[src/mpr121_pkg.sv]
/*
 * MPR121 register map and the fixed setup table written after reset
 * values follow the datasheet recommendation, autoconfig is not used
 * ELE_CONFIG is written last, by the run/stop logic, never by setup
 */
package mpr121_pkg;

	//==================================================
	// register addresses
	//==================================================
	localparam logic [7:0] MPR_TOUCH_STATUS_0 = 8'h00; // ele0..ele7, read only
	localparam logic [7:0] MPR_TOUCH_STATUS_1 = 8'h01; // ele8..ele11 in bits 3:0
	localparam logic [7:0] MPR_ELE_CONFIG = 8'h5E;
	localparam logic [7:0] MPR_ELE_STOP = 8'h00; // all electrodes off

	typedef struct packed {
		logic [7:0] addr;
		logic [7:0] data;
	} mpr_reg_pair_t;

	//==================================================
	// setup table, written in order
	//==================================================
	localparam int MPR_SETUP_LEN = 14;

	localparam mpr_reg_pair_t MPR_SETUP_TABLE [MPR_SETUP_LEN] = '{
		'{8'h2B, 8'h01}, // MHDR rising
		'{8'h2C, 8'h01}, // NHDR rising
		'{8'h2D, 8'h0E}, // NCLR rising
		'{8'h2E, 8'h00}, // FDLR rising
		'{8'h2F, 8'h01}, // MHDF falling
		'{8'h30, 8'h05}, // NHDF falling
		'{8'h31, 8'h01}, // NCLF falling
		'{8'h32, 8'h00}, // FDLF falling
		'{8'h33, 8'h00}, // NHDT touched
		'{8'h34, 8'h00}, // NCLT touched
		'{8'h35, 8'h00}, // FDLT touched
		'{8'h5B, 8'h00}, // debounce off
		'{8'h5C, 8'h10}, // CDC config, 16uA
		'{8'h5D, 8'h20} // CDT config, 0.5us
	};

	//==================================================
	// bus side
	//==================================================
	// request to the external register master
	typedef struct packed {
		logic [7:0] reg_addr;
		logic [7:0] wr_data;
		logic wr_en; // one cycle strobe
		logic rd_en; // one cycle strobe
	} mpr_bus_req_t;

	// one operation from the sequencer to the bus master
	typedef struct packed {
		logic wr; // 1 write, 0 read
		logic [7:0] addr;
		logic [7:0] data; // ignored on reads
	} mpr_op_t;

endpackage

[src/sensor_link_pkg.sv]
/*
 * PC link types. tags are ASCII characters, one command word is tag + one argument byte
 * a tx word carries either a touch frame or a register frame, the tag tells which
 */
package sensor_link_pkg;

	//==================================================
	// command and frame tags
	//==================================================
	typedef enum logic [7:0] {
		TAG_RUN = 8'h52, // 'R' electrodes on, start polling
		TAG_STOP = 8'h53, // 'S' electrodes off
		TAG_MPR_FINISH = 8'h66, // 'f' pc took the last touch frame
		TAG_MPR_REG = 8'h6D, // 'm' register read, reply uses it too
		TAG_MPR_DATA = 8'h4D // 'M' touch frame
	} uart_tag_e;

	// word from the pc, raw tag so unknown characters pass through
	typedef struct packed {
		logic [7:0] tag;
		logic [7:0] arg; // register address for 'm'
	} uart_rx_word_t;

	//==================================================
	// 40 bit frames to the pc
	//==================================================
	typedef struct packed {
		uart_tag_e tag; // 'M'
		logic [15:0] status; // {4'b0, ele11..ele0}
		logic [15:0] pad;
	} touch_frame_t;

	typedef struct packed {
		uart_tag_e tag; // 'm'
		logic [7:0] addr;
		logic [7:0] data;
		logic [15:0] pad;
	} reg_frame_t;

	typedef union packed {
		touch_frame_t touch;
		reg_frame_t regs;
	} uart_tx_frame_u;

endpackage

[src/mpr_bus_master.sv]
/*
 * runs one MPR121 register write or read on the external bus master
 * the bus must raise i_busy the cycle after the strobe and drop it when finished
 * i_op_start is only accepted while at rest, one op in flight
 */
`timescale 1ns/100ps
module mpr_bus_master (
	input logic i_CLK,
	input logic i_RST,
	input mpr121_pkg::mpr_op_t i_op,
	input logic i_op_start, // one cycle pulse
	output logic o_op_done, // one cycle pulse
	output logic o_op_fail, // one cycle pulse
	output logic [7:0] o_rd_data, // valid with o_op_done
	output mpr121_pkg::mpr_bus_req_t o_req,
	input logic [7:0] i_rd_data,
	input logic i_busy,
	input logic i_fail
);
	import mpr121_pkg::*;

	typedef enum logic [1:0] {ST_DONE, ST_SETUP, ST_ENABLE, ST_CONFIRM} bm_state_e;

	bm_state_e r_state; // ST_DONE is the rest state
	mpr_op_t r_op; // held for the whole transaction
	logic w_en;

	//==================================================
	// transaction FSM
	//==================================================
	always_ff @(posedge i_CLK, posedge i_RST) begin
		if (i_RST) begin
			r_state <= ST_DONE;
			r_op <= '0;
			o_op_done <= 1'b0;
			o_op_fail <= 1'b0;
		end else begin
			o_op_done <= 1'b0;
			o_op_fail <= 1'b0;
			case (r_state)
				ST_DONE: if (i_op_start) begin
					r_op <= i_op;
					r_state <= ST_SETUP;
				end
				ST_SETUP: r_state <= ST_ENABLE; // addr/data settle one cycle
				ST_ENABLE: r_state <= ST_CONFIRM; // strobe cycle
				ST_CONFIRM: if (!i_busy) begin // busy already up since strobe
					o_op_done <= !i_fail;
					o_op_fail <= i_fail;
					r_state <= ST_DONE;
				end
				default: r_state <= ST_DONE;
			endcase
		end
	end

	always_ff @(posedge i_CLK) begin
		if (r_state == ST_CONFIRM && !i_busy) o_rd_data <= i_rd_data;
	end

	// bus request straight from the held op
	assign w_en = (r_state == ST_ENABLE);
	assign o_req.reg_addr = r_op.addr;
	assign o_req.wr_data = r_op.data;
	assign o_req.wr_en = w_en && r_op.wr;
	assign o_req.rd_en = w_en && !r_op.wr;

	// confirm state relies on busy being up right after the strobe
	a_busy_rise: assert property (@(posedge i_CLK) disable iff (i_RST)
		(o_req.wr_en || o_req.rd_en) |=> i_busy)
		else $error("bus did not raise busy the cycle after the strobe");

	// sequencer keeps one op in flight
	a_start_idle: assert property (@(posedge i_CLK) disable iff (i_RST)
		i_op_start |-> r_state == ST_DONE)
		else $error("op start while bus master busy");

endmodule

[src/mpr_sequencer.sv]
/*
 * MPR121 control: setup table after reset, run/stop, touch polling, register reads
 * a failed op sets o_error until reset; during setup the table restarts from entry 0
 * a new poll needs read_permit to drop and rise again, register reads only while stopped
 */
`timescale 1ns/100ps
module mpr_sequencer #(
	parameter int N_ELECTRODES = 12 // 1..12
) (
	input logic i_CLK,
	input logic i_RST,
	input logic i_run_mode,
	input logic i_read_permit,
	input logic i_reg_req,
	input logic [7:0] i_reg_addr,
	output logic o_touch_valid, // one cycle pulse
	output logic [15:0] o_touch_status,
	output logic o_reg_valid, // one cycle pulse
	output logic [7:0] o_reg_addr,
	output logic [7:0] o_reg_data,
	output logic o_chip_set,
	output logic o_run_set,
	output logic o_error, // sticky
	output mpr121_pkg::mpr_bus_req_t o_mpr_req,
	input logic [7:0] i_mpr_rd_data,
	input logic i_mpr_busy,
	input logic i_mpr_fail
);
	import mpr121_pkg::*;

	localparam logic [7:0] ELE_RUN = 8'h80 + 8'(N_ELECTRODES); // ele0..N-1 on
	localparam logic [15:0] TOUCH_MASK = 16'((32'd1 << N_ELECTRODES) - 32'd1);
	localparam bit READ_STAT1 = (N_ELECTRODES > 8); // ele8+ live in status 1

	typedef enum logic [1:0] {ST_SETUP, ST_IDLE, ST_WAIT} seq_state_e;
	typedef enum logic [2:0] {JOB_SETUP, JOB_RUN, JOB_STOP, JOB_STAT0, JOB_STAT1,
		JOB_REG} seq_job_e;

	seq_state_e r_state;
	seq_job_e r_job; // what the op in flight is for
	logic [3:0] r_setup_idx;
	mpr_op_t r_op;
	logic r_op_start;
	logic r_poll_hold; // frame made, wait for permit low
	logic r_reg_hold; // same for register reads
	logic [7:0] r_stat0;
	logic w_op_done;
	logic w_op_fail;
	logic [7:0] w_rd_data;
	logic [7:0] w_stat0;
	logic [3:0] w_stat1;
	logic [15:0] w_touch_word;

	//==================================================
	// control FSM
	//==================================================
	always_ff @(posedge i_CLK, posedge i_RST) begin
		if (i_RST) begin
			r_state <= ST_SETUP;
			r_job <= JOB_SETUP;
			r_setup_idx <= '0;
			r_op <= '0;
			r_op_start <= 1'b0;
			r_poll_hold <= 1'b0;
			r_reg_hold <= 1'b0;
			o_touch_valid <= 1'b0;
			o_touch_status <= '0;
			o_reg_valid <= 1'b0;
			o_reg_addr <= '0;
			o_chip_set <= 1'b0;
			o_run_set <= 1'b0;
			o_error <= 1'b0;
		end else begin
			r_op_start <= 1'b0;
			o_touch_valid <= 1'b0;
			o_reg_valid <= 1'b0;
			if (!i_read_permit) r_poll_hold <= 1'b0;
			if (!i_reg_req) r_reg_hold <= 1'b0;
			case (r_state)
				ST_SETUP: begin // next table entry
					r_op <= '{1'b1, MPR_SETUP_TABLE[r_setup_idx].addr,
						MPR_SETUP_TABLE[r_setup_idx].data};
					r_op_start <= 1'b1;
					r_job <= JOB_SETUP;
					r_state <= ST_WAIT;
				end
				ST_IDLE: begin
					if (i_run_mode != o_run_set) begin // run/stop change wins
						r_op <= '{1'b1, MPR_ELE_CONFIG, i_run_mode ? ELE_RUN : MPR_ELE_STOP};
						r_op_start <= 1'b1;
						r_job <= i_run_mode ? JOB_RUN : JOB_STOP;
						r_state <= ST_WAIT;
					end else if (o_run_set && i_read_permit && !r_poll_hold) begin
						r_op <= '{1'b0, MPR_TOUCH_STATUS_0, 8'h00};
						r_op_start <= 1'b1;
						r_job <= JOB_STAT0;
						r_state <= ST_WAIT;
					end else if (!o_run_set && i_reg_req && !r_reg_hold) begin
						r_op <= '{1'b0, i_reg_addr, 8'h00};
						o_reg_addr <= i_reg_addr; // echoed in the reply
						r_op_start <= 1'b1;
						r_job <= JOB_REG;
						r_state <= ST_WAIT;
					end
				end
				ST_WAIT: begin
					if (w_op_fail) begin
						o_error <= 1'b1;
						r_setup_idx <= '0;
						r_state <= o_chip_set ? ST_IDLE : ST_SETUP;
					end else if (w_op_done) begin
						r_state <= ST_IDLE; // most jobs end here
						case (r_job)
							JOB_SETUP: begin
								if (r_setup_idx == 4'(MPR_SETUP_LEN - 1)) begin
									o_chip_set <= 1'b1;
								end else begin
									r_setup_idx <= r_setup_idx + 4'd1;
									r_state <= ST_SETUP;
								end
							end
							JOB_RUN: o_run_set <= 1'b1;
							JOB_STOP: o_run_set <= 1'b0;
							JOB_REG: begin
								o_reg_valid <= 1'b1;
								r_reg_hold <= 1'b1;
							end
							default: begin // status reads
								if (r_job == JOB_STAT0 && READ_STAT1) begin
									r_op <= '{1'b0, MPR_TOUCH_STATUS_1, 8'h00};
									r_op_start <= 1'b1;
									r_job <= JOB_STAT1;
									r_state <= ST_WAIT;
								end else begin
									r_poll_hold <= 1'b1;
									if (i_read_permit) begin // 'S' mid poll drops the frame
										o_touch_status <= w_touch_word;
										o_touch_valid <= 1'b1;
									end
								end
							end
						endcase
					end
				end
				default: r_state <= ST_IDLE;
			endcase
		end
	end

	always_ff @(posedge i_CLK) begin
		if (w_op_done && r_job == JOB_STAT0) r_stat0 <= w_rd_data;
		if (w_op_done && r_job == JOB_REG) o_reg_data <= w_rd_data;
	end

	// status 1 on top of status 0, unused electrodes masked
	assign w_stat0 = (r_job == JOB_STAT0) ? w_rd_data : r_stat0;
	assign w_stat1 = (r_job == JOB_STAT1) ? w_rd_data[3:0] : 4'h0;
	assign w_touch_word = {4'h0, w_stat1, w_stat0} & TOUCH_MASK;

	mpr_bus_master u_bus_master (
		.i_CLK(i_CLK),
		.i_RST(i_RST),
		.i_op(r_op),
		.i_op_start(r_op_start),
		.o_op_done(w_op_done),
		.o_op_fail(w_op_fail),
		.o_rd_data(w_rd_data),
		.o_req(o_mpr_req),
		.i_rd_data(i_mpr_rd_data),
		.i_busy(i_mpr_busy),
		.i_fail(i_mpr_fail)
	);

endmodule

[src/sense_cmd_decoder.sv]
/*
 * PC command state: run mode, touch read permission, one register read request
 * a command takes effect one cycle after its rx pulse
 * an 'm' arriving while a register request is open is dropped
 */
`timescale 1ns/100ps
module sense_cmd_decoder (
	input logic i_CLK,
	input logic i_RST,
	input sensor_link_pkg::uart_rx_word_t i_rx,
	input logic i_rx_valid, // one cycle pulse
	input logic i_touch_sent, // reporter sent a touch frame
	input logic i_reg_sent, // reporter sent a register frame
	output logic o_run_mode,
	output logic o_read_permit,
	output logic o_reg_req,
	output logic [7:0] o_reg_addr
);
	import sensor_link_pkg::*;

	uart_rx_word_t r_rx; // captured command
	logic r_rx_pend; // decode it this cycle
	logic w_new_req;

	assign w_new_req = r_rx_pend && (r_rx.tag == TAG_MPR_REG) && !o_reg_req;

	always_ff @(posedge i_CLK, posedge i_RST) begin
		if (i_RST) begin
			r_rx_pend <= 1'b0;
			o_run_mode <= 1'b0;
			o_read_permit <= 1'b0;
			o_reg_req <= 1'b0;
		end else begin
			r_rx_pend <= i_rx_valid;
			if (i_touch_sent) o_read_permit <= 1'b0; // frame out, wait for 'f'
			if (i_reg_sent) o_reg_req <= 1'b0;
			if (r_rx_pend) begin
				case (r_rx.tag)
					TAG_RUN: begin
						o_run_mode <= 1'b1;
						o_read_permit <= 1'b1;
					end
					TAG_STOP: begin
						o_run_mode <= 1'b0;
						o_read_permit <= 1'b0;
					end
					TAG_MPR_FINISH: o_read_permit <= 1'b1;
					TAG_MPR_REG: if (w_new_req) o_reg_req <= 1'b1;
					default: ; // unknown tags ignored
				endcase
			end
		end
	end

	always_ff @(posedge i_CLK) begin
		if (i_rx_valid) r_rx <= i_rx;
		if (w_new_req) o_reg_addr <= r_rx.arg;
	end

	// one register frame per open request
	a_reg_sent: assert property (@(posedge i_CLK) disable iff (i_RST)
		i_reg_sent |-> o_reg_req)
		else $error("register frame sent with no open request");

endmodule

[src/sensor_core.sv]
/*
 * touch-sensor link top: pc commands in, MPR121 over an external register master, frames out
 * N_ELECTRODES sets the electrodes enabled at run; 8 or fewer skips status register 1
 * o_touch_status follows the last touch frame
 */
`timescale 1ns/100ps
module sensor_core #(
	parameter int N_ELECTRODES = 12 // 1..12
) (
	input logic i_CLK,
	input logic i_RST,
	// pc link
	input sensor_link_pkg::uart_rx_word_t i_uart_rx,
	input logic i_uart_rx_valid,
	input logic i_uart_tx_ready,
	output sensor_link_pkg::uart_tx_frame_u o_uart_tx,
	output logic o_uart_tx_valid,
	// mpr121 bus
	output mpr121_pkg::mpr_bus_req_t o_mpr_req,
	input logic [7:0] i_mpr_rd_data,
	input logic i_mpr_busy,
	input logic i_mpr_fail,
	// status
	output logic [11:0] o_touch_status,
	output logic o_mpr_error,
	output logic o_chip_set,
	output logic o_run_set
);
	//==================================================
	// decoder -> sequencer -> reporter
	//==================================================
	logic w_run_mode;
	logic w_read_permit;
	logic w_reg_req;
	logic [7:0] w_req_addr; // address asked by the pc
	logic w_touch_valid;
	logic [15:0] w_touch_status;
	logic w_reg_valid;
	logic [7:0] w_reg_addr; // address of the completed read
	logic [7:0] w_reg_data;
	logic w_touch_sent;
	logic w_reg_sent;

	assign o_touch_status = w_touch_status[11:0];

	sense_cmd_decoder u_decoder (
		.i_CLK(i_CLK),
		.i_RST(i_RST),
		.i_rx(i_uart_rx),
		.i_rx_valid(i_uart_rx_valid),
		.i_touch_sent(w_touch_sent),
		.i_reg_sent(w_reg_sent),
		.o_run_mode(w_run_mode),
		.o_read_permit(w_read_permit),
		.o_reg_req(w_reg_req),
		.o_reg_addr(w_req_addr)
	);

	mpr_sequencer #(
		.N_ELECTRODES(N_ELECTRODES)
	) u_sequencer (
		.i_CLK(i_CLK),
		.i_RST(i_RST),
		.i_run_mode(w_run_mode),
		.i_read_permit(w_read_permit),
		.i_reg_req(w_reg_req),
		.i_reg_addr(w_req_addr),
		.o_touch_valid(w_touch_valid),
		.o_touch_status(w_touch_status),
		.o_reg_valid(w_reg_valid),
		.o_reg_addr(w_reg_addr),
		.o_reg_data(w_reg_data),
		.o_chip_set(o_chip_set),
		.o_run_set(o_run_set),
		.o_error(o_mpr_error),
		.o_mpr_req(o_mpr_req),
		.i_mpr_rd_data(i_mpr_rd_data),
		.i_mpr_busy(i_mpr_busy),
		.i_mpr_fail(i_mpr_fail)
	);

	uart_reporter u_reporter (
		.i_CLK(i_CLK),
		.i_RST(i_RST),
		.i_touch_valid(w_touch_valid),
		.i_touch_status(w_touch_status),
		.i_reg_valid(w_reg_valid),
		.i_reg_addr(w_reg_addr),
		.i_reg_data(w_reg_data),
		.i_tx_ready(i_uart_tx_ready),
		.o_tx(o_uart_tx),
		.o_tx_valid(o_uart_tx_valid),
		.o_touch_sent(w_touch_sent),
		.o_reg_sent(w_reg_sent)
	);

endmodule

[src/uart_reporter.sv]
/*
 * builds 40 bit frames for the pc, one pending frame of each kind
 * touch frame goes before a register frame, o_tx/o_tx_valid are combinational
 * a frame waits with no loss while tx_ready is low
 */
`timescale 1ns/100ps
module uart_reporter (
	input logic i_CLK,
	input logic i_RST,
	input logic i_touch_valid,
	input logic [15:0] i_touch_status,
	input logic i_reg_valid,
	input logic [7:0] i_reg_addr,
	input logic [7:0] i_reg_data,
	input logic i_tx_ready,
	output sensor_link_pkg::uart_tx_frame_u o_tx,
	output logic o_tx_valid, // one cycle per frame
	output logic o_touch_sent,
	output logic o_reg_sent
);
	import sensor_link_pkg::*;

	logic r_touch_pend;
	logic r_reg_pend;
	logic [15:0] r_touch_status;
	logic [7:0] r_reg_addr;
	logic [7:0] r_reg_data;

	always_ff @(posedge i_CLK, posedge i_RST) begin
		if (i_RST) begin
			r_touch_pend <= 1'b0;
			r_reg_pend <= 1'b0;
		end else begin
			if (o_touch_sent) r_touch_pend <= 1'b0;
			if (o_reg_sent) r_reg_pend <= 1'b0;
			if (i_touch_valid) r_touch_pend <= 1'b1; // new data wins over a clear
			if (i_reg_valid) r_reg_pend <= 1'b1;
		end
	end

	always_ff @(posedge i_CLK) begin
		if (i_touch_valid) r_touch_status <= i_touch_status;
		if (i_reg_valid) begin
			r_reg_addr <= i_reg_addr;
			r_reg_data <= i_reg_data;
		end
	end

	assign o_tx_valid = i_tx_ready && (r_touch_pend || r_reg_pend);
	assign o_touch_sent = o_tx_valid && r_touch_pend; // touch first
	assign o_reg_sent = o_tx_valid && !r_touch_pend;

	always_comb begin
		o_tx = '0; // padding stays zero
		if (r_touch_pend) begin
			o_tx.touch.tag = TAG_MPR_DATA;
			o_tx.touch.status = r_touch_status;
		end else begin
			o_tx.regs.tag = TAG_MPR_REG;
			o_tx.regs.addr = r_reg_addr;
			o_tx.regs.data = r_reg_data;
		end
	end

	// sequencer only polls again after the last touch frame left
	a_no_overrun: assert property (@(posedge i_CLK) disable iff (i_RST)
		i_touch_valid |-> (!r_touch_pend || o_touch_sent))
		else $error("touch frame overwritten before it was sent");

endmodule
[config.mk]
export PLATFORM = sky130hd
export DESIGN_NAME = sensor_core
export DESIGN_NICKNAME = d
export VERILOG_FILES = /design/src/mpr121_pkg.sv /design/src/sensor_link_pkg.sv /design/src/mpr_bus_master.sv /design/src/mpr_sequencer.sv /design/src/sense_cmd_decoder.sv /design/src/sensor_core.sv /design/src/uart_reporter.sv
export SDC_FILE = /design/constraint.sdc
export NUM_CORES = 1
export LEC_CHECK = 0
export BUFFER_PORTS_ARGS = -buffer_cell sky130_fd_sc_hd__buf_2
export CAP_MARGIN = 0
export CELL_PAD_IN_SITES_DETAIL_PLACEMENT = 2
export CELL_PAD_IN_SITES_GLOBAL_PLACEMENT = 2
export CORE_MARGIN = 1
export CORE_UTILIZATION = 30
export CTS_BUF_LIST = sky130_fd_sc_hd__clkbuf_8
export DETAILED_ROUTE_END_ITERATION = 8
export PLACE_DENSITY_LB_ADDON = 0.1
export SETUP_SLACK_MARGIN = 0.02
export SYNTH_ARGS = -nofsm -noshare
export SYNTH_HDL_FRONTEND = slang
export SYNTH_SLANG_ARGS = --single-unit
[constraint.sdc]
create_clock -name i_CLK -period 3.08 [get_ports i_CLK]
set_input_delay 0.308 -clock i_CLK [delete_from_list [all_inputs] [get_ports i_CLK]]
set_output_delay 0.308 -clock i_CLK [all_outputs]
set_load 0.01 [all_outputs]
==> metrics.md, run 1 <==
| Metric | Value |
|---|---|
| CP max FO | `19` |
| # resized after CTS | `0` |
| Max-slew violations | `0` |
| Synth Register Bits | `155` |
| Setup Buffers After CTS | `0` |
| N_diodes | `0` |
| Inserted Clock Buffers | `17` |
| Cell row count | `53` |
| Final antenna-violating net count | `0` |
| Final wirelength | `14700 um` |
| Largest net degree at the start of global routing | `46` |
| Cell Area, Synth | `0.00657 mm2` |
| CTS max path bufs | `2` |
| Hold_sp | `i_uart_rx[4]` |
| Minimum clock period | `2.36 ns` |
| Initial antenna violation count | `0` |
| Clk root buf | `clkbuf_8` |
| Die area | `0.0225 mm2` |
| Synth Area in XOR/XNOR | `0.00133` |
| Average cell area after synthesis | `14.7 um2` |
| Setup Viol. Count Final | `0` |
| Die X | `150 um` |
| Outcome | `completed` |
| Leak | `3.35 nW` |
| Fin. Hold Viols | `0` |
| Global-route wire length before repair | `23000 um` |
| Hold Path Class | `primary input to flip-flop` |
| Vias in the first global route | `4019` |
| Port Buf Inserts | `79` |
| Post-Synthesis Cells | `447` |
| PwrDens | `799 mW/mm2` |
| Commonest non-fill, non-tap cells in the layout | `79 x buf_2, 79 x dfrtp_1, 76 x edfxtp_1, 57 x mux2_2, 24 x conb_1` |
| FF-to-FF setup slack | `0.72 ns` |
| Simple-gate share of the synthesized area | `0.0783` |
| Slew headroom | `0.406` |
| Total track usage | `0.139` |
| Arr. time, crit path | `2.69 ns` |
| Share of post-route cells with drive strength above 1 | `0.350` |
| GPL Wtd Cong | `0.707` |
| Worst vdd ir | `0.295 mV` |
| FMAX | `0.423 GHz` |
| I/O pin count | `104` |
| Mux cell area share after synthesis | `0.124` |
| Estimated wirelength of the detail-placed design | `10300 um` |
| YS warnings | `0` |
| Total core area | `0.0212 mm2` |
| Final setup TNS | `0 ns` |
| Part of the cycle the worst path needs | `0.767` |
| Synth Area in Compound Gates | `0.0490` |
| Hold Path Depth | `1` |
| Register area share after synthesis | `0.649` |
| Starting Density | `0.309` |
| Hold EP | `u_decoder.r_rx[4]` |
| Grt total ovfl | `0` |
| Average wire per standard cell | `17.8 um` |
| Clk pin slew, worst setup/hold paths | `0.09 ns` |
| Layout Nets | `583` |
| Layout area overhead | `15.5%` |
| Die H | `150 um` |
| Worst setup EP type | `flip-flop` |
| CP Launch Type | `flip-flop` |
| 1st-iter DRT viols | `121` |
| Fin Hold WS | `0.0348 ns` |
| Crit Path Category | `flip-flop to flip-flop` |
| Fin Clk Skew | `0.0122 ns` |
| Main synth FF type | `dfrtp_1` |
| CP required | `3.41 ns` |
| Max-cap violation count | `0` |
| CTS tree | `built` |
| # DRC | `0` |
| RSZ-0062 raised after global routing | `no` |
| Clk sinks | `155` |
| Worst skew pair latency | `0.45 ns` |
| Slew of the pin with the lowest slew margin | `0.891 ns` |
| Reg2reg end | `u_sequencer.r_op[12]` |
| Via density per instance | `4.46` |
| Via count | `3687` |
| EDFF count, synth | `76` |
| Main combinational cell family by area after synthesis | `multiplexers` |
| H-tree Lvls | `4` |
| Yosys cell types | `60` |
| Reg2reg start | `u_sequencer.o_run_set` |
| DR pass1 iterations | `4` |
| R2R depth | `7` |
| Post-Synth Adder-Cell Area | `0.0286` |
| Asr flop ratio synth | `0.510` |
## worst max-delay path, cell delays in order (launching register included)
cell,delay (ns)
dfrtp_1,0.44
inv_1,0.09
ha_1,0.44
nand2_1,0.17
and3b_4,0.24
nor3_4,0.15
buf_4,0.33
mux2_2,0.38
## area by class of cell
class / instances / area [um2]
timing repair buffer: 101 / 601
inverter: 21 / 80.1
clock inverter: 15 / 135
tap: 275 / 344
clock buffer: 17 / 234
fill: 2207 / 13600
sequential: 155 / 4260
multi-input combinational: 242 / 1930
## cell families (layout without fill, tap and decap cells)
logic type	after synthesis	in the layout
compound gates	46	46
xor+xnor	1	1
fa+ha+maj	15	15
buf+inv	72	154
flops	155	155
mux	70	70
other cells	2	24
simple gates	86	86
## state kept, by name, indices dropped and copies added (netlist names), 3 cells and up
name                                count
u_sequencer.r_setup_idx                 4
u_reporter.r_touch_status              12
u_decoder.o_reg_addr                    8
u_sequencer.o_reg_addr                  8
u_sequencer.o_touch_status             12
u_sequencer.r_stat0                     8
u_sequencer.r_op                       16
u_reporter.r_reg_data                   8
u_decoder.r_rx                         16
u_sequencer.o_reg_data                  8
u_reporter.r_reg_addr                   8
u_sequencer.u_bus_master.o_rd_data      8
u_sequencer.r_job                       3
u_sequencer.u_bus_master.o_req         15
## report_power, final
| part | switching (mW) | leakage (nW) | internal, mW |
|---|---|---|---|
| Clock | 0.844 | 0.177 | 0.586 |
| Combinational | 0.967 | 1.43 | 0.852 |
| Sequential | 0.271 | 1.75 | 2.54 |
## routing by layer
layer / up-vias / GRT usage / wire length, um
li1: 1721 / - / -
met1: 1882 / 0.180 / 6880
met2: 68 / 0.227 / 7140
met3: 16 / 0.0320 / 460
met4: 0 / 0.0495 / 193
met5: - / 0 / 0
## per-stage QoR
stage               instance area [um2]  power [mW]  instances  setup slack (ns)  utilization
floorplan                          6650        4.27        469             0.749            -
global placement                   7060        4.63        778             0.820        0.333
CTS                                7570        6.19        824             0.676        0.357
finish                             7590        6.06        826             0.717        0.358
global route                       7590        6.45        826             0.532        0.358
detailed placement                 7060        4.70        778             0.703        0.333
## worst max path at each step
stage                                     start  cells past startpoint  slack, ns                         to
after floorplan                           i_RST                      1       0.75    u_decoder.o_read_permit
after global placement    u_sequencer.o_run_set                      5       0.82  u_sequencer.o_reg_addr[0]
after detailed placement  u_sequencer.o_run_set                      5       0.70  u_sequencer.o_reg_addr[2]
after CTS                 u_sequencer.o_run_set                      7       0.68       u_sequencer.r_op[12]
after global routing      u_sequencer.o_run_set                      5       0.53  u_sequencer.o_reg_addr[5]
final                     u_sequencer.o_run_set                      7       0.72       u_sequencer.r_op[12]
## synth_stat cells (all sizes together), types with 2 or more instances
cell type  instances  area [um2]
a21boi             2        15.0
a21o               6        47.6
a21oi              6        30.0
a221oi             2        17.5
a22o               2        17.5
a31oi              4        25.0
and2               3        18.8
and3               7        43.8
and3b              2        21.3
buf               47         363
clkbuf             4        15.0
conb               2        7.51
dfrtp             79        1980
edfxtp            76        2280
ha                15         188
inv               21        78.8
mux2              65         762
mux2i              5        50.1
nand2             11        41.3
nand2b             5        31.3
nand3              8        40.0
nand3b             2        15.0
nand4b             2        17.5
nor2              15        56.3
nor2b             13        81.3
nor3               5        36.3
nor3b              3        27.5
o21ai             10        50.1
o2bb2ai            2        17.5
or2                2        12.5
## repair_timing
action	CTS	global route
hold endpoints to repair	17	2
hold buffers	14	2
endpoints found under the setup margin	0	0
Note: power is estimated with default switching activity, not from simulation.
==> inputs of run 2 (changes only) <==
- ABC_AREA: default -> 1
- clock period: 3.08 -> 2.1 ns (I/O delays scaled with it)
==> metrics.md, run 2 <==
| Metric | Value |
|---|---|
| Commonest non-fill, non-tap cells in the layout | `156 x nand2_1, 79 x buf_2, 79 x dfrtp_1, 76 x edfxtp_1, 53 x inv_1` |
| Grt total ovfl | `0` |
| Post-Synthesis Cells | `604` |
| CTS tree | `built` |
| CP Launch Type | `flip-flop` |
| GPL Wtd Cong | `0.785` |
| Synth Register Bits | `155` |
| Die X | `151 um` |
| FF-to-FF setup slack | `0.22 ns` |
| N_diodes | `0` |
| Slew of the pin with the lowest slew margin | `0.773 ns` |
| EDFF count, synth | `76` |
| Final wirelength | `16200 um` |
| Final antenna-violating net count | `0` |
| # resized after CTS | `0` |
| # DRC | `0` |
| Worst skew pair latency | `0.46 ns` |
| Die H | `151 um` |
| Yosys cell types | `37` |
| Final instance area | `0.00790 mm2` |
| DR pass1 iterations | `4` |
| Fill cell count | `2373` |
| Cell family with most CP delay | `simple AND/OR/NAND/NOR gates` |
| Global routing's busiest layer | `met2` |
| Top cells by count, synth | `156 x nand2_1, 79 x dfrtp_1, 76 x edfxtp_1, 54 x inv_1, 40 x buf_4` |
| M1 GR Usage | `0.206` |
| Buffer and inverter count on the worst path | `3` |
| Hold Path Class | `primary input to flip-flop` |
| Cell Area, Synth | `0.00663 mm2` |
| Clk sinks | `155` |
| I/O pin count | `104` |
| Setup Viol. Count Final | `0` |
| Worst setup EP type | `flip-flop` |
| CTS max path bufs | `2` |
| Crit Path Category | `flip-flop to flip-flop` |
| Fin Hold WS | `0.0609 ns` |
| Average cell area after synthesis | `11.0 um2` |
| Worst vdd ir | `0.500 mV` |
| RSZ-0062 raised after global routing | `no` |
| 1st-iter DRT viols | `159` |
| Max-cap violation count | `0` |
| Main synth FF type | `dfrtp_1` |
| Layout Nets | `757` |
| Outcome | `completed` |
| YS warnings | `0` |
| Total track usage | `0.156` |
| Largest net degree at the start of global routing | `80` |
| Arr. time, crit path | `2.21 ns` |
| Port Buf Inserts | `79` |
| Setup Buffers After CTS | `0` |
| Clk pwr share | `0.262` |
| Average wire per standard cell | `16.1 um` |
| CP cell instances | `inv_1 > ha_1 > inv_2 > nor2_1 > inv_2 > nor2_1 > nor2_1 > nand2_1 > o21ai_1` |
| Share of the synthesized area in the top cell type | `0.344` |
| Total core area | `0.0218 mm2` |
| Most common cell after layout, fill and taps aside | `nand2_1` |
| Most frequent cell after synthesis | `nand2_1` |
| Via count | `4395` |
| Slowest stage delay, CP | `0.41 ns` |
| Final setup TNS | `0 ns` |
| Global-route wire length before repair | `26200 um` |
| Most frequent CP cell | `nor2_1` |
| Max-slew violations | `0` |
| Fin Clk Skew | `0.0165 ns` |
| Inserted Clock Buffers | `17` |
| FMAX | `0.532 GHz` |
| Asr flop ratio synth | `0.510` |
| Cell row count | `54` |
| Clk pin slew, worst setup/hold paths | `0.09 ns` |
| Sequential power share | `0.448` |
| Area after DPL | `0.00719 mm2` |
| Yosys top cell by area | `edfxtp_1` |
| Starting Density | `0.305` |
| Leak | `3.67 nW` |
| CP required | `2.43 ns` |
| Estimated wirelength of the detail-placed design | `11700 um` |
| Worst path slowest cell | `dfrtp_1` |
| Die area | `0.0227 mm2` |
| PwrDens | `1160 mW/mm2` |
| Layout area overhead | `19.2%` |
| Int Pwr | `5.89 mW` |
| Grt met3 use | `0.0303` |
| Power share of the combinational group | `0.290` |
| Register area share after synthesis | `0.643` |
| Share of post-route cells with drive strength above 1 | `0.233` |
| Switching Share | `0.359` |
| Fin. Hold Viols | `0` |
| Minimum clock period | `1.88 ns` |
| Vias in the first global route | `4844` |
| Final core occ | `0.363` |
| Post-CTS Hold Fix Bufs | `28` |
| Largest cells by area after synthesis | `edfxtp_1 34%, dfrtp_1 30%, nand2_1 8.8%, buf_4 4.5%, inv_1 3.1%` |
| Initial antenna violation count | `0` |
| Slew headroom | `0.485` |
| CP max FO | `6` |
| Via density per instance | `4.37` |
| Part of the cycle the worst path needs | `0.895` |
| GR Util met2 | `0.256` |
| Sw Pwr | `3.30 mW` |
| Total power | `9.18 mW` |
| H-tree Lvls | `4` |
| Clk root buf | `clkbuf_8` |
-- run 2: cell types whose count changed after synthesis, sizes merged, moves of 13 or more --
cell	previous run	this run
inv	21	61
mux2	65	16
nand2	11	158
nand3	8	25
nor2	15	42
nor2b	13	0
o21ai	10	43
-- run 2: routing by layer --
| layer | up-vias | routed length, um | share of wire |
|---|---|---|---|
| li1 | 2112 | - | - |
| met1 | 2182 | 7670 | 0.47 |
| met2 | 88 | 7700 | 0.48 |
| met3 | 13 | 595 | 0.037 |
| met4 | 0 | 195 | 0.012 |
| met5 | - | 0 | 0 |
-- run 2: per-stage QoR --
stage               setup WS [ns]  cells
finish                      0.221   1005
global route               0.0376   1005
CTS                         0.147   1005
detailed placement          0.258    945
global placement            0.336    945
floorplan                   0.489    626
-- run 2: worst reg2reg max path, cell delays in order (launching register included) --
cell,delay (ns)
dfrtp_1,0.41
inv_1,0.13
ha_1,0.34
inv_2,0.10
nor2_1,0.29
inv_2,0.13
nor2_1,0.13
nor2_1,0.10
nand2_1,0.08
o21ai_1,0.06
-- run 2: power by group through the flow --
stage                     Sequential [mW]  Clock, mW  Combinational [mW]
after floorplan                      4.06          0                2.04
after global placement               4.17          0                2.56
after detailed placement             4.20          0                2.67
after CTS                            4.13       2.49                2.74
after global routing                 4.20       2.61                3.06
final                                4.11       2.41                2.66
-- run 2: logic make-up (layout without fill, tap and decap cells) --
| family | after synthesis | after routing | synth area share |
|---|---|---|---|
| AOI/OAI and AO/OA | 62 | 62 | 0.0561 |
| adders and majority gates | 15 | 15 | 0.0283 |
| buffers and inverters | 116 | 215 | 0.0944 |
| DFF | 155 | 155 | 0.643 |
| muxes | 16 | 16 | 0.0272 |
| other | 2 | 24 | 0.00113 |
| and+or+nand+nor | 238 | 238 | 0.150 |
-- run 2: area by class of cell --
type,count,area [um2],area share
inverters,62,236,0.0299
multi-input cells,355,1820,0.231
repair buffers,121,806,0.102
clock inverters,14,174,0.0220
flip-flops and latches,155,4260,0.539
clock buffers,18,248,0.0314
well taps,280,350,0.0444
-- run 2: final timing paths --
kind | from | end | cells past startpoint
max | u_sequencer.r_state[0] | u_sequencer.r_state[0] | 9
max in group asynchronous | i_RST | u_sequencer.r_op[10] | 4
min reg2reg | u_sequencer.o_reg_data[5] | u_reporter.r_reg_data[5] | 0
min | i_uart_rx_valid | u_decoder.r_rx_pend | 1
min in group asynchronous | i_RST | u_sequencer.u_bus_master.r_state[1] | 4
max reg2reg | u_sequencer.r_state[0] | u_sequencer.r_state[0] | 9
